File: src/rvfi_defs.svh
// RVFI tracer sizes

`ifndef RVFI_DEFS_SVH
`define RVFI_DEFS_SVH

// -----------------------------------------------
// Datapath
// -----------------------------------------------

// Register and data width of the core
`define RVFI_XLEN 32

// -----------------------------------------------
// Retirement
// -----------------------------------------------

// Instructions that can retire in one cycle
`define RVFI_NR_COMMIT 2

// -----------------------------------------------
// Scoreboard
// -----------------------------------------------

`define RVFI_NR_SB 8       // Entries in the core scoreboard

// Index width into the scoreboard, log2 of RVFI_NR_SB
`define RVFI_TRANS_ID_W 3

`endif

File: src/rvfi_pkg.sv
// RVFI tracer types

`include "rvfi_defs.svh"

package rvfi_pkg;

  // -----------------------------------------------
  // Vector types
  // -----------------------------------------------

  // Register file value or memory data word
  typedef logic [`RVFI_XLEN-1:0] xlen_t;

  // Scoreboard slot of an instruction in flight
  typedef logic [`RVFI_TRANS_ID_W-1:0] trans_id_t;

  typedef logic [31:0] insn_t;                  // Raw instruction word

  // One enable bit per byte lane of a data word
  typedef logic [`RVFI_XLEN/8-1:0] bytemask_t;

  typedef logic [1:0] priv_t;                   // U=0, S=1, M=3

  // mcause encoding, full register width
  typedef xlen_t cause_t;

  // -----------------------------------------------
  // Exception causes
  // -----------------------------------------------

  // Environment calls still count as retired instructions
  localparam cause_t CAUSE_ECALL_U = cause_t'(8);
  localparam cause_t CAUSE_ECALL_S = cause_t'(9);
  localparam cause_t CAUSE_ECALL_M = cause_t'(11);

endpackage

File: src/rvfi_commit_pack.sv
// Trace record assembly at commit

`timescale 1ns/100ps

`include "rvfi_defs.svh"

module rvfi_commit_pack (
  // Commit stage, one entry per port
  input  logic                [`RVFI_NR_COMMIT-1:0]       commit_valid_i,
  input  logic                [`RVFI_NR_COMMIT-1:0]       commit_ack_i,
  input  rvfi_pkg::xlen_t     [`RVFI_NR_COMMIT-1:0]       commit_pc_i,
  input  logic                [`RVFI_NR_COMMIT-1:0][4:0]  commit_rs1_i,
  input  logic                [`RVFI_NR_COMMIT-1:0][4:0]  commit_rs2_i,
  input  logic                [`RVFI_NR_COMMIT-1:0][4:0]  commit_rd_i,
  input  rvfi_pkg::xlen_t     [`RVFI_NR_COMMIT-1:0]       commit_result_i,
  input  rvfi_pkg::xlen_t     [`RVFI_NR_COMMIT-1:0]       commit_wdata_i,
  // Shared core state
  input  logic                                            ex_valid_i,
  input  rvfi_pkg::cause_t                                ex_cause_i,
  input  rvfi_pkg::priv_t                                 priv_i,
  input  logic                                            debug_mode_i,
  // Scoreboard read data
  input  rvfi_pkg::insn_t     [`RVFI_NR_COMMIT-1:0]       sb_insn_i,
  input  rvfi_pkg::xlen_t     [`RVFI_NR_COMMIT-1:0]       sb_rs1_i,
  input  rvfi_pkg::xlen_t     [`RVFI_NR_COMMIT-1:0]       sb_rs2_i,
  input  rvfi_pkg::xlen_t     [`RVFI_NR_COMMIT-1:0]       sb_addr_i,
  input  rvfi_pkg::bytemask_t [`RVFI_NR_COMMIT-1:0]       sb_rmask_i,
  input  rvfi_pkg::bytemask_t [`RVFI_NR_COMMIT-1:0]       sb_wmask_i,
  input  rvfi_pkg::xlen_t     [`RVFI_NR_COMMIT-1:0]       sb_wdata_i,
  // Trace records
  output logic                [`RVFI_NR_COMMIT-1:0]       rvfi_valid_o,
  output logic                [`RVFI_NR_COMMIT-1:0]       rvfi_trap_o,
  output rvfi_pkg::cause_t    [`RVFI_NR_COMMIT-1:0]       rvfi_cause_o,
  output rvfi_pkg::priv_t     [`RVFI_NR_COMMIT-1:0]       rvfi_mode_o,
  output rvfi_pkg::insn_t     [`RVFI_NR_COMMIT-1:0]       rvfi_insn_o,
  output rvfi_pkg::xlen_t     [`RVFI_NR_COMMIT-1:0]       rvfi_pc_o,
  output logic                [`RVFI_NR_COMMIT-1:0][4:0]  rvfi_rs1_addr_o,
  output logic                [`RVFI_NR_COMMIT-1:0][4:0]  rvfi_rs2_addr_o,
  output logic                [`RVFI_NR_COMMIT-1:0][4:0]  rvfi_rd_addr_o,
  output rvfi_pkg::xlen_t     [`RVFI_NR_COMMIT-1:0]       rvfi_rd_wdata_o,
  output rvfi_pkg::xlen_t     [`RVFI_NR_COMMIT-1:0]       rvfi_rs1_rdata_o,
  output rvfi_pkg::xlen_t     [`RVFI_NR_COMMIT-1:0]       rvfi_rs2_rdata_o,
  output rvfi_pkg::xlen_t     [`RVFI_NR_COMMIT-1:0]       rvfi_mem_addr_o,
  output rvfi_pkg::bytemask_t [`RVFI_NR_COMMIT-1:0]       rvfi_mem_rmask_o,
  output rvfi_pkg::bytemask_t [`RVFI_NR_COMMIT-1:0]       rvfi_mem_wmask_o,
  output rvfi_pkg::xlen_t     [`RVFI_NR_COMMIT-1:0]       rvfi_mem_wdata_o,
  output rvfi_pkg::xlen_t     [`RVFI_NR_COMMIT-1:0]       rvfi_mem_rdata_o
);

  logic            is_ecall;
  rvfi_pkg::priv_t mode;

  // An ecall traps but is still architecturally executed
  assign is_ecall = (ex_cause_i == rvfi_pkg::CAUSE_ECALL_U) ||
                    (ex_cause_i == rvfi_pkg::CAUSE_ECALL_S) ||
                    (ex_cause_i == rvfi_pkg::CAUSE_ECALL_M);

  assign mode = debug_mode_i ? 2'b10 : priv_i;  // Debug reported as mode 2

  // -----------------------------------------------
  // Per port record
  // -----------------------------------------------

  for (genvar p = 0; p < `RVFI_NR_COMMIT; p++) begin : g_port
    assign rvfi_trap_o[p]  = commit_valid_i[p] && ex_valid_i;
    assign rvfi_valid_o[p] = (commit_ack_i[p] && !ex_valid_i) ||
                             (rvfi_trap_o[p] && is_ecall);
    assign rvfi_cause_o[p] = ex_cause_i;
    assign rvfi_mode_o[p]  = mode;

    assign rvfi_insn_o[p]     = sb_insn_i[p];
    assign rvfi_pc_o[p]       = commit_pc_i[p];
    assign rvfi_rs1_addr_o[p] = commit_rs1_i[p];
    assign rvfi_rs2_addr_o[p] = commit_rs2_i[p];
    assign rvfi_rd_addr_o[p]  = commit_rd_i[p];
    assign rvfi_rd_wdata_o[p] = commit_wdata_i[p];    // Value written back

    // Operands as seen at issue time
    assign rvfi_rs1_rdata_o[p] = sb_rs1_i[p];
    assign rvfi_rs2_rdata_o[p] = sb_rs2_i[p];

    assign rvfi_mem_addr_o[p]  = sb_addr_i[p];
    assign rvfi_mem_rmask_o[p] = sb_rmask_i[p];
    assign rvfi_mem_wmask_o[p] = sb_wmask_i[p];
    assign rvfi_mem_wdata_o[p] = sb_wdata_i[p];
    assign rvfi_mem_rdata_o[p] = commit_result_i[p];  // Load result
  end

endmodule

File: src/rvfi_issue_latch.sv
// Fetch to issue instruction latch

`timescale 1ns/100ps

module rvfi_issue_latch (
  input  logic             clk_i,
  input  logic             rst_ni,
  input  logic             flush_i,             // Pipeline flush
  input  logic             fetch_valid_i,       // Fetch entry presented
  input  rvfi_pkg::insn_t  fetch_insn_i,
  input  logic             fetch_compressed_i,  // Only low half is meaningful
  input  logic             issue_ack_i,         // Decode took the held word
  output rvfi_pkg::insn_t  issue_insn_o,
  output logic             issue_valid_o
);

  rvfi_pkg::insn_t fetch_word;
  rvfi_pkg::insn_t insn_q;
  logic            valid_q;
  logic            load_en;

  // RVC words are traced as their 16 bit encoding
  assign fetch_word = fetch_compressed_i ? {16'h0000, fetch_insn_i[15:0]} : fetch_insn_i;

  // Room for a new word when empty or when the current one leaves
  assign load_en = fetch_valid_i && (!valid_q || issue_ack_i);

  always_ff @(posedge clk_i or negedge rst_ni) begin
    if (!rst_ni) begin
      valid_q <= 1'b0;
      insn_q  <= '0;
    end else begin
      if (load_en) begin
        insn_q <= fetch_word;
      end
      if (flush_i) begin
        valid_q <= 1'b0;                      // Flush wins over everything
      end else if (load_en) begin
        valid_q <= 1'b1;
      end else if (issue_ack_i) begin
        valid_q <= 1'b0;
      end
    end
  end

  assign issue_insn_o  = insn_q;
  assign issue_valid_o = valid_q;

  // -----------------------------------------------
  // Checks
  // -----------------------------------------------

  // Decode must not consume a word that fetch never delivered
  a_ack_needs_word: assert property (
    @(posedge clk_i) disable iff (!rst_ni)
    issue_ack_i |-> valid_q
  ) else $error("issue_ack_i while issue latch is empty");

endmodule

File: src/rvfi_sb_mem.sv
// Scoreboard shadow storage for trace data

`timescale 1ns/100ps

`include "rvfi_defs.svh"

module rvfi_sb_mem (
  input  logic                                            clk_i,
  input  logic                                            rst_ni,
  // Decode side
  input  logic                                            decoded_valid_i,
  input  logic                                            decoded_ack_i,
  input  logic                                            flush_unissued_i,
  input  rvfi_pkg::trans_id_t                             issue_ptr_i,
  input  rvfi_pkg::insn_t                                 issue_insn_i,
  input  rvfi_pkg::xlen_t                                 rs1_fwd_i,
  input  rvfi_pkg::xlen_t                                 rs2_fwd_i,
  // Load/store unit request
  input  logic                                            lsu_valid_i,
  input  logic                                            lsu_is_store_i,
  input  rvfi_pkg::xlen_t                                 lsu_addr_i,
  input  rvfi_pkg::bytemask_t                             lsu_be_i,
  input  rvfi_pkg::trans_id_t                             lsu_trans_id_i,
  input  rvfi_pkg::xlen_t                                 lsu_wdata_i,
  // Read back at commit
  input  rvfi_pkg::trans_id_t [`RVFI_NR_COMMIT-1:0]       commit_ptr_i,
  output rvfi_pkg::insn_t     [`RVFI_NR_COMMIT-1:0]       rd_insn_o,
  output rvfi_pkg::xlen_t     [`RVFI_NR_COMMIT-1:0]       rd_rs1_o,
  output rvfi_pkg::xlen_t     [`RVFI_NR_COMMIT-1:0]       rd_rs2_o,
  output rvfi_pkg::xlen_t     [`RVFI_NR_COMMIT-1:0]       rd_addr_o,
  output rvfi_pkg::bytemask_t [`RVFI_NR_COMMIT-1:0]       rd_rmask_o,
  output rvfi_pkg::bytemask_t [`RVFI_NR_COMMIT-1:0]       rd_wmask_o,
  output rvfi_pkg::xlen_t     [`RVFI_NR_COMMIT-1:0]       rd_wdata_o
);

  // One slot per scoreboard entry
  rvfi_pkg::insn_t     insn_q  [`RVFI_NR_SB];
  rvfi_pkg::xlen_t     rs1_q   [`RVFI_NR_SB];
  rvfi_pkg::xlen_t     rs2_q   [`RVFI_NR_SB];
  rvfi_pkg::xlen_t     addr_q  [`RVFI_NR_SB];
  rvfi_pkg::bytemask_t rmask_q [`RVFI_NR_SB];
  rvfi_pkg::bytemask_t wmask_q [`RVFI_NR_SB];
  rvfi_pkg::xlen_t     wdata_q [`RVFI_NR_SB];

  logic decode_we;

  // Unissued instructions being flushed never reach the scoreboard
  assign decode_we = decoded_valid_i && decoded_ack_i && !flush_unissued_i;

  // -----------------------------------------------
  // Write side
  // -----------------------------------------------

  always_ff @(posedge clk_i or negedge rst_ni) begin
    if (!rst_ni) begin
      for (int i = 0; i < `RVFI_NR_SB; i++) begin
        insn_q[i]  <= '0;
        rs1_q[i]   <= '0;
        rs2_q[i]   <= '0;
        addr_q[i]  <= '0;
        rmask_q[i] <= '0;
        wmask_q[i] <= '0;
        wdata_q[i] <= '0;
      end
    end else begin
      if (decode_we) begin
        insn_q[issue_ptr_i]  <= issue_insn_i;
        rs1_q[issue_ptr_i]   <= rs1_fwd_i;
        rs2_q[issue_ptr_i]   <= rs2_fwd_i;
        addr_q[issue_ptr_i]  <= '0;            // Fresh entry has no access yet
        rmask_q[issue_ptr_i] <= '0;
        wmask_q[issue_ptr_i] <= '0;
        wdata_q[issue_ptr_i] <= '0;
      end
      // Later assignment wins if the LSU hits the entry just decoded
      if (lsu_valid_i) begin
        addr_q[lsu_trans_id_i] <= lsu_addr_i;
        if (lsu_is_store_i) begin
          wmask_q[lsu_trans_id_i] <= lsu_be_i;
          wdata_q[lsu_trans_id_i] <= lsu_wdata_i;
        end else begin
          rmask_q[lsu_trans_id_i] <= lsu_be_i;
        end
      end
    end
  end

  // -----------------------------------------------
  // Read side, one port per commit slot
  // -----------------------------------------------

  for (genvar p = 0; p < `RVFI_NR_COMMIT; p++) begin : g_rd
    assign rd_insn_o[p]  = insn_q[commit_ptr_i[p]];
    assign rd_rs1_o[p]   = rs1_q[commit_ptr_i[p]];
    assign rd_rs2_o[p]   = rs2_q[commit_ptr_i[p]];
    assign rd_addr_o[p]  = addr_q[commit_ptr_i[p]];
    assign rd_rmask_o[p] = rmask_q[commit_ptr_i[p]];
    assign rd_wmask_o[p] = wmask_q[commit_ptr_i[p]];
    assign rd_wdata_o[p] = wdata_q[commit_ptr_i[p]];
  end

  // An LSU request with no byte lanes would leave the entry unmarked
  a_lsu_be_set: assert property (
    @(posedge clk_i) disable iff (!rst_ni)
    lsu_valid_i |-> (lsu_be_i != '0)
  ) else $error("LSU request without byte enables");

endmodule

File: src/rvfi_tracer.sv
// RVFI instruction trace monitor

`timescale 1ns/100ps

`include "rvfi_defs.svh"

module rvfi_tracer (
  input  logic                                            clk_i,
  input  logic                                            rst_ni,
  // Fetch and issue
  input  logic                                            flush_i,
  input  logic                                            fetch_valid_i,
  input  rvfi_pkg::insn_t                                 fetch_insn_i,
  input  logic                                            fetch_compressed_i,
  input  logic                                            issue_ack_i,
  // Decode and scoreboard
  input  logic                                            decoded_valid_i,
  input  logic                                            decoded_ack_i,
  input  logic                                            flush_unissued_i,
  input  rvfi_pkg::trans_id_t                             issue_ptr_i,
  input  rvfi_pkg::xlen_t                                 rs1_fwd_i,
  input  rvfi_pkg::xlen_t                                 rs2_fwd_i,
  // Load/store unit
  input  logic                                            lsu_valid_i,
  input  logic                                            lsu_is_store_i,
  input  rvfi_pkg::xlen_t                                 lsu_addr_i,
  input  rvfi_pkg::bytemask_t                             lsu_be_i,
  input  rvfi_pkg::trans_id_t                             lsu_trans_id_i,
  input  rvfi_pkg::xlen_t                                 lsu_wdata_i,
  // Commit
  input  rvfi_pkg::trans_id_t [`RVFI_NR_COMMIT-1:0]       commit_ptr_i,
  input  logic                [`RVFI_NR_COMMIT-1:0]       commit_valid_i,
  input  logic                [`RVFI_NR_COMMIT-1:0]       commit_ack_i,
  input  rvfi_pkg::xlen_t     [`RVFI_NR_COMMIT-1:0]       commit_pc_i,
  input  logic                [`RVFI_NR_COMMIT-1:0][4:0]  commit_rs1_i,
  input  logic                [`RVFI_NR_COMMIT-1:0][4:0]  commit_rs2_i,
  input  logic                [`RVFI_NR_COMMIT-1:0][4:0]  commit_rd_i,
  input  rvfi_pkg::xlen_t     [`RVFI_NR_COMMIT-1:0]       commit_result_i,
  input  rvfi_pkg::xlen_t     [`RVFI_NR_COMMIT-1:0]       commit_wdata_i,
  input  logic                                            ex_valid_i,
  input  rvfi_pkg::cause_t                                ex_cause_i,
  input  rvfi_pkg::priv_t                                 priv_i,
  input  logic                                            debug_mode_i,
  // Trace records
  output logic                [`RVFI_NR_COMMIT-1:0]       rvfi_valid_o,
  output logic                [`RVFI_NR_COMMIT-1:0]       rvfi_trap_o,
  output rvfi_pkg::cause_t    [`RVFI_NR_COMMIT-1:0]       rvfi_cause_o,
  output rvfi_pkg::priv_t     [`RVFI_NR_COMMIT-1:0]       rvfi_mode_o,
  output rvfi_pkg::insn_t     [`RVFI_NR_COMMIT-1:0]       rvfi_insn_o,
  output rvfi_pkg::xlen_t     [`RVFI_NR_COMMIT-1:0]       rvfi_pc_o,
  output logic                [`RVFI_NR_COMMIT-1:0][4:0]  rvfi_rs1_addr_o,
  output logic                [`RVFI_NR_COMMIT-1:0][4:0]  rvfi_rs2_addr_o,
  output logic                [`RVFI_NR_COMMIT-1:0][4:0]  rvfi_rd_addr_o,
  output rvfi_pkg::xlen_t     [`RVFI_NR_COMMIT-1:0]       rvfi_rd_wdata_o,
  output rvfi_pkg::xlen_t     [`RVFI_NR_COMMIT-1:0]       rvfi_rs1_rdata_o,
  output rvfi_pkg::xlen_t     [`RVFI_NR_COMMIT-1:0]       rvfi_rs2_rdata_o,
  output rvfi_pkg::xlen_t     [`RVFI_NR_COMMIT-1:0]       rvfi_mem_addr_o,
  output rvfi_pkg::bytemask_t [`RVFI_NR_COMMIT-1:0]       rvfi_mem_rmask_o,
  output rvfi_pkg::bytemask_t [`RVFI_NR_COMMIT-1:0]       rvfi_mem_wmask_o,
  output rvfi_pkg::xlen_t     [`RVFI_NR_COMMIT-1:0]       rvfi_mem_wdata_o,
  output rvfi_pkg::xlen_t     [`RVFI_NR_COMMIT-1:0]       rvfi_mem_rdata_o
);

  rvfi_pkg::insn_t                            issue_insn;  // Word waiting for decode
  rvfi_pkg::insn_t     [`RVFI_NR_COMMIT-1:0]  rd_insn;
  rvfi_pkg::xlen_t     [`RVFI_NR_COMMIT-1:0]  rd_rs1;
  rvfi_pkg::xlen_t     [`RVFI_NR_COMMIT-1:0]  rd_rs2;
  rvfi_pkg::xlen_t     [`RVFI_NR_COMMIT-1:0]  rd_addr;
  rvfi_pkg::bytemask_t [`RVFI_NR_COMMIT-1:0]  rd_rmask;
  rvfi_pkg::bytemask_t [`RVFI_NR_COMMIT-1:0]  rd_wmask;
  rvfi_pkg::xlen_t     [`RVFI_NR_COMMIT-1:0]  rd_wdata;

  // Ports named like the top level connect by name
  rvfi_issue_latch i_issue_latch (
    .issue_insn_o  (issue_insn),
    .issue_valid_o (),             // Only checked inside the latch
    .*
  );

  rvfi_sb_mem i_sb_mem (
    .issue_insn_i (issue_insn),
    .rd_insn_o    (rd_insn),
    .rd_rs1_o     (rd_rs1),
    .rd_rs2_o     (rd_rs2),
    .rd_addr_o    (rd_addr),
    .rd_rmask_o   (rd_rmask),
    .rd_wmask_o   (rd_wmask),
    .rd_wdata_o   (rd_wdata),
    .*
  );

  rvfi_commit_pack i_commit_pack (
    .sb_insn_i  (rd_insn),
    .sb_rs1_i   (rd_rs1),
    .sb_rs2_i   (rd_rs2),
    .sb_addr_i  (rd_addr),
    .sb_rmask_i (rd_rmask),
    .sb_wmask_i (rd_wmask),
    .sb_wdata_i (rd_wdata),
    .*
  );

endmodule
File: config.mk
export PLATFORM = sky130hd
export DESIGN_NAME = rvfi_tracer
export DESIGN_NICKNAME = d
export VERILOG_FILES = /design/src/rvfi_pkg.sv /design/src/rvfi_commit_pack.sv /design/src/rvfi_issue_latch.sv /design/src/rvfi_sb_mem.sv /design/src/rvfi_tracer.sv
export VERILOG_INCLUDE_DIRS = /design/src /design/src/src
export SDC_FILE = /design/constraint.sdc
export NUM_CORES = 2
export LEC_CHECK = 0
export ABC_AREA = 1
export BUFFER_PORTS_ARGS = -buffer_cell sky130_fd_sc_hd__buf_2
export CAP_MARGIN = 15
export CORE_AREA = 2 2 416 418
export CTS_BUF_LIST = sky130_fd_sc_hd__clkbuf_2 sky130_fd_sc_hd__clkbuf_4 sky130_fd_sc_hd__clkbuf_8
export DETAILED_ROUTE_END_ITERATION = 16
export DIE_AREA = 0 0 418 420
export SYNTH_ARGS = -nofsm -noshare
export SYNTH_HDL_FRONTEND = slang
export SYNTH_SLANG_ARGS = --single-unit
File: constraint.sdc
create_clock -name clk_i -period 2.2 [get_ports clk_i]
set_input_delay 0.22 -clock clk_i [delete_from_list [all_inputs] [get_ports clk_i]]
set_output_delay 0.22 -clock clk_i [all_outputs]
set_load 0.02 [all_outputs]
# Yosys cells after proc, flatten, opt, wreduce, memory -nomap -nowiden
# Cells that the tools add are included.
# word_totals
ff_bits,1377
inputBits,449
out_inout_bits,630
wordCells,170
# op_classes
magnitude_cmp,6
n_eq_ne,3
n_mux,73
n_bitwise,10
n_reduce_logical,20
# ops
operator,n
bitwise mux 256 bit,5
two-way mux 256 bit,5
binary-select mux 32 bit (select 3 bit),10
two-way mux 32 bit,29
AND 256 bit,2
inverter 256 bit,1
demux 32 bit (select 3 bit),2
"== test 32 x 4 -> 1 bit, second input constant",3
AND 32 bit,2
bitwise mux 32 bit,2
binary-select mux 4 bit (select 3 bit),4
two-way mux 4 bit,10
inverter 32 bit,1
demux 4 bit (select 3 bit),2
">= comparator 4 bit, second input constant",4
inverter 3 -> 4 bit,4
logical AND 1 bit,11
"< comparator 4 x 1 -> 1 bit, second input constant",2
logical OR 1 bit,5
logical NOT 1 bit,3
two-way mux 1 bit,3
nonzero test 3 bit,1
two-way mux 2 bit,1

# Logic depth before layout (Yosys ltp)
# logic_depth
ltp_word,11
mapped_depth,9

# Hierarchy
# From an unflattened synthesis, not the netlist that was laid out.
# hier_totals
cells_unflattened,13866
area_unflattened_um2,87710.4
# modules_own_cells
mod,n_inst,cells_per_inst,area_per_inst_um2,seq_area_each_um2
rvfi_sb_mem,1,13002,81294.2,33632.3
rvfi_commit_pack,1,686,4936.0,0.0
rvfi_issue_latch,1,178,1480.2,825.8

# Worst setup path before layout
# OpenSTA, ideal clock, no wires.
# synth_timing
path_kind,input port to output port
startpoint,input commit_ptr_i[1] (netlist name)
endpoint,output rvfi_rs1_rdata_o[12] (netlist name)
arrival_time_ns,1.390
path_slack_ns,0.590
stages,7
path_cell_list,buf_2 -> buf_2 -> buf_2 -> clkbuf_1 -> o211ai_1 -> nand3_1 -> and2_1
# synth_rtl
element,line_no,text
start: declaration,rvfi_tracer.sv:31,"input rvfi_pkg::trans_id_t [`RVFI_NR_COMMIT-1:0] commit_ptr_i,"
end: declaration,rvfi_tracer.sv:55,"output rvfi_pkg::xlen_t [`RVFI_NR_COMMIT-1:0] rvfi_rs1_rdata_o,"

==> flow_metrics.env <==
export IMPL_yosys_warnings=0
export IMPL_crit_arrival_ns=2.07
export IMPL_cp_required_ns=1.98
export IMPL_num_rows=152
export IMPL_hpwl_mm=187
export IMPL_pwr_share_comb=0.249
export IMPL_die_width_um=418
export IMPL_path_buf_inv=2
export IMPL_multi_input_area_um2=34600
export IMPL_crit_type="reg -> out"
export IMPL_finalSetupViolCount=180
export IMPL_synth_top_family_by_area="compound AO/OA/AOI/OAI gates"
export IMPL_drive_above_1_share=0.252
export IMPL_viasPerCell=5.83
export IMPL_synth_edf_count=0
export IMPL_post_dp_cell_area_um2=81400
export IMPL_grt_overflow=0
export IMPL_final_common_cell="o21ai_0"
export IMPL_fmax_ghz=0.436
export IMPL_syn2layout_area_growth_pct=24.4
export IMPL_powerDensity_nw_per_um2=838
export IMPL_layout_common_cells="1,558 x o21ai_0, 1,427 x nand2_1, 1,377 x dfrtp_1, 1,266 x nand3_1, 672 x o211ai_1"
export IMPL_period_needed_ns=2.29
export IMPL_switching_share=0.322
export IMPL_dr_pass1_iters=9
export IMPL_cts_tree="built"
export IMPL_power_leakage_nw=43.7
export IMPL_cp_cell_sequence="inv_2 > a21oi_1 > o21ai_1 > nand3_1 > and2_4 > buf_6"
export IMPL_maxSlewViolCount=0
export IMPL_cts_buffer_depth=3
export IMPL_p_switching_mw=25.7
export IMPL_hold_viol=0
export IMPL_syn_area_um2=76500
export IMPL_setup_ws_ns=-0.0942
export IMPL_drv_cap=0
export IMPL_nNetsFinal=11000
export IMPL_gp_congestion=0.880
export IMPL_antenna_found_initial=9
export IMPL_syn_num_nets=10400
export IMPL_rsz0062_at_grt="true"
export IMPL_track_usage=0.331
export IMPL_ys_flop_type="dfrtp_1"
export IMPL_die_area_um2=176000
export IMPL_start_util=0.447
export IMPL_grt_pass1_wl_mm=445
export IMPL_clock_sinks=1377
export IMPL_yosys_area_share_simple=0.186
export IMPL_wl_per_cell_um=23.4
export IMPL_ant_nets=0
export IMPL_grt_max_degree=145
export IMPL_post_route_period_util=1.04
export IMPL_ir_worst_vdd_mv=0.614
export IMPL_final_area_um2=95100
export IMPL_clk_latency_ns=0.98
export IMPL_max_slew_margin_rel=0.363
export IMPL_synth_cell_type_count=20
export IMPL_vias=75400
export IMPL_async_flop_share=1.00
export IMPL_p_seq_frac=0.416
export IMPL_startpoint_type="flop"
export IMPL_fill_cells=15700
export IMPL_coreArea_um2=171000
export IMPL_tns_ns=-3.90
export IMPL_violations="setup timing"
export IMPL_endpoint_kind="primary output"
export IMPL_synth_xor_area_share=0
export IMPL_syn_instance_count=9948
export IMPL_fin_worst_skew_ns=0.0347
export IMPL_clkPwrFrac=0.335
export IMPL_hp_class="in -> reg"
export IMPL_drcViolationCount=0
export IMPL_syn_avg_cell_area_um2=7.69
export IMPL_root_buffer="clkbuf_8"
export IMPL_ios=1079
export IMPL_synth_compound_area_frac=0.244
export IMPL_die_h_um=420
export IMPL_drt_iter0_drc=7217
export IMPL_seq_area_frac_synth=0.451
export IMPL_path_delay_family="flip-flops"
export IMPL_wl_mm=302
export IMPL_crit_path_max_fanout=2
export IMPL_status="finished with violations"
export IMPL_fin_util=0.556
export IMPL_cts_buffers=241
export IMPL_tightest_slew_ns=0.956
export IMPL_first_global_vias=70900
export IMPL_htree_levels=4
export IMPL_synth_seq_cells=1377
export IMPL_synthAdderAreaFrac=0
export IMPL_synth_mux_area_frac=0
export IMPL_port_buffers=634
export IMPL_path_clk_slew_ns=0.07
export IMPL_slowest_stage="dfrtp_1"
export IMPL_holdWs_ns=0.108
export IMPL_seqCellArea_um2=34500
export IMPL_power_internal_mw=54.1
export IMPL_pre_cts_ws_ns=0.210
export IMPL_cpPeakStageDelay_ns=0.40
==> cells by family (layout without fill, tap and decap cells) <==
| logic type | after synthesis | in the layout |
|---|---|---|
| other cells | 0 | 9 |
| simple gates | 3138 | 3138 |
| buf+inv | 2040 | 2790 |
| compound gates | 3393 | 3393 |
| flops | 1377 | 1377 |
==> tightest hold or removal path: stages <==
cell     delay (ns)
buf_2          0.15
inv_1          0.06
nor2_1         0.04
inv_1          0.11
nor2_1         0.11
nand2_2        0.20
o21ai_0        0.12
==> synth_stat cells, types with 25 or more instances <==
cell type | instances | area share
o21ai_0 | 2042 | 0.13
dfrtp_1 | 1377 | 0.45
inv_1 | 872 | 0.043
nand3_1 | 1269 | 0.083
nor2_1 | 25 | 0.0012
nand2_1 | 1498 | 0.074
o211ai_1 | 672 | 0.066
buf_1 | 83 | 0.0041
buf_4 | 289 | 0.028
buf_2 | 209 | 0.014
and2_1 | 337 | 0.028
clkbuf_1 | 559 | 0.027
a21oi_1 | 673 | 0.044
==> per-layer routing <==
metal / wire [um] / part of all wire / vias to the layer above / track usage
met1: 116000 / 0.38 / 36300 / 0.400
met4: 18200 / 0.060 / 14 / 0.190
met5: 1260 / 0.0042 / - / 0.0606
met2: 134000 / 0.44 / 3490 / 0.499
li1: - / - / 34800 / -
met3: 33400 / 0.11 / 795 / 0.123
==> repair_timing <==
item,CTS,global route
hold buffers,253,0
hold endpoints to repair,2500,0
endpoints found under the setup margin,336,350
cloned,0,4
setup buffers,79,166
resized for setup,1476,740
pin swaps,632,547
==> path summary, 6_finish.rpt <==
path                                                    startpoint  slack (ns)                                         to  depth (start not counted)
min in group asynchronous                                   rst_ni        0.62              i_sb_mem.addr_q[90]$_DFF_PN0_                          4
max in group asynchronous                                   rst_ni        1.02             i_sb_mem.rs1_q[55]$_DFFE_PN0P_                          5
max                                i_sb_mem.rs1_q[220]$_DFFE_PN0P_       -0.09                       rvfi_rs1_rdata_o[60]                          6
min reg2reg                        i_sb_mem.insn_q[16]$_DFFE_PN0P_        0.48            i_sb_mem.insn_q[16]$_DFFE_PN0P_                          2
max reg2reg                i_issue_latch.issue_valid_o$_DFFE_PN0P_        0.08  i_issue_latch.issue_insn_o[7]$_DFFE_PN0P_                          8
min                                                    lsu_valid_i        0.11              i_sb_mem.wmask_q[5]$_DFF_PN0_                          7
==> power by group through the flow <==
stage	Sequential (mW)	Clock (mW)	Combinational (mW)
floorplan	32.4	0	11.3
detailed placement	33.2	0	15.7
global placement	33.0	0	15.3
finish	33.2	26.7	19.8
global route	33.7	28.3	22.0
CTS	32.9	27.1	18.5
==> final cells by class <==
class	count	area share
multi-input combinational	6531	0.364
sequential	1377	0.362
timing repair buffer	1470	0.152
clock buffer	390	0.0527
inverter	883	0.0351
tap	2233	0.0294
clock inverter	47	0.00514
antenna	9	0.000237
==> stage by stage <==
| stage | cells | power (mW) |
|---|---|---|
| floorplan | 9948 | 43.7 |
| global placement | 12000 | 48.3 |
| detailed placement | 12000 | 48.9 |
| CTS | 12800 | 78.4 |
| global route | 12900 | 84.0 |
| finish | 12900 | 79.7 |
==> flip-flops by register name, summed over array words and instances, names as in the netlist <==
name	cells
i_issue_latch.issue_insn_o	32
i_sb_mem.rmask_q	32
i_sb_mem.wmask_q	32
i_sb_mem.addr_q	256
i_sb_mem.insn_q	256
i_sb_mem.rs1_q	256
i_issue_latch.issue_valid_o	1
i_sb_mem.rs2_q	256
i_sb_mem.wdata_q	256
Power figures use the tool's default switching activity.
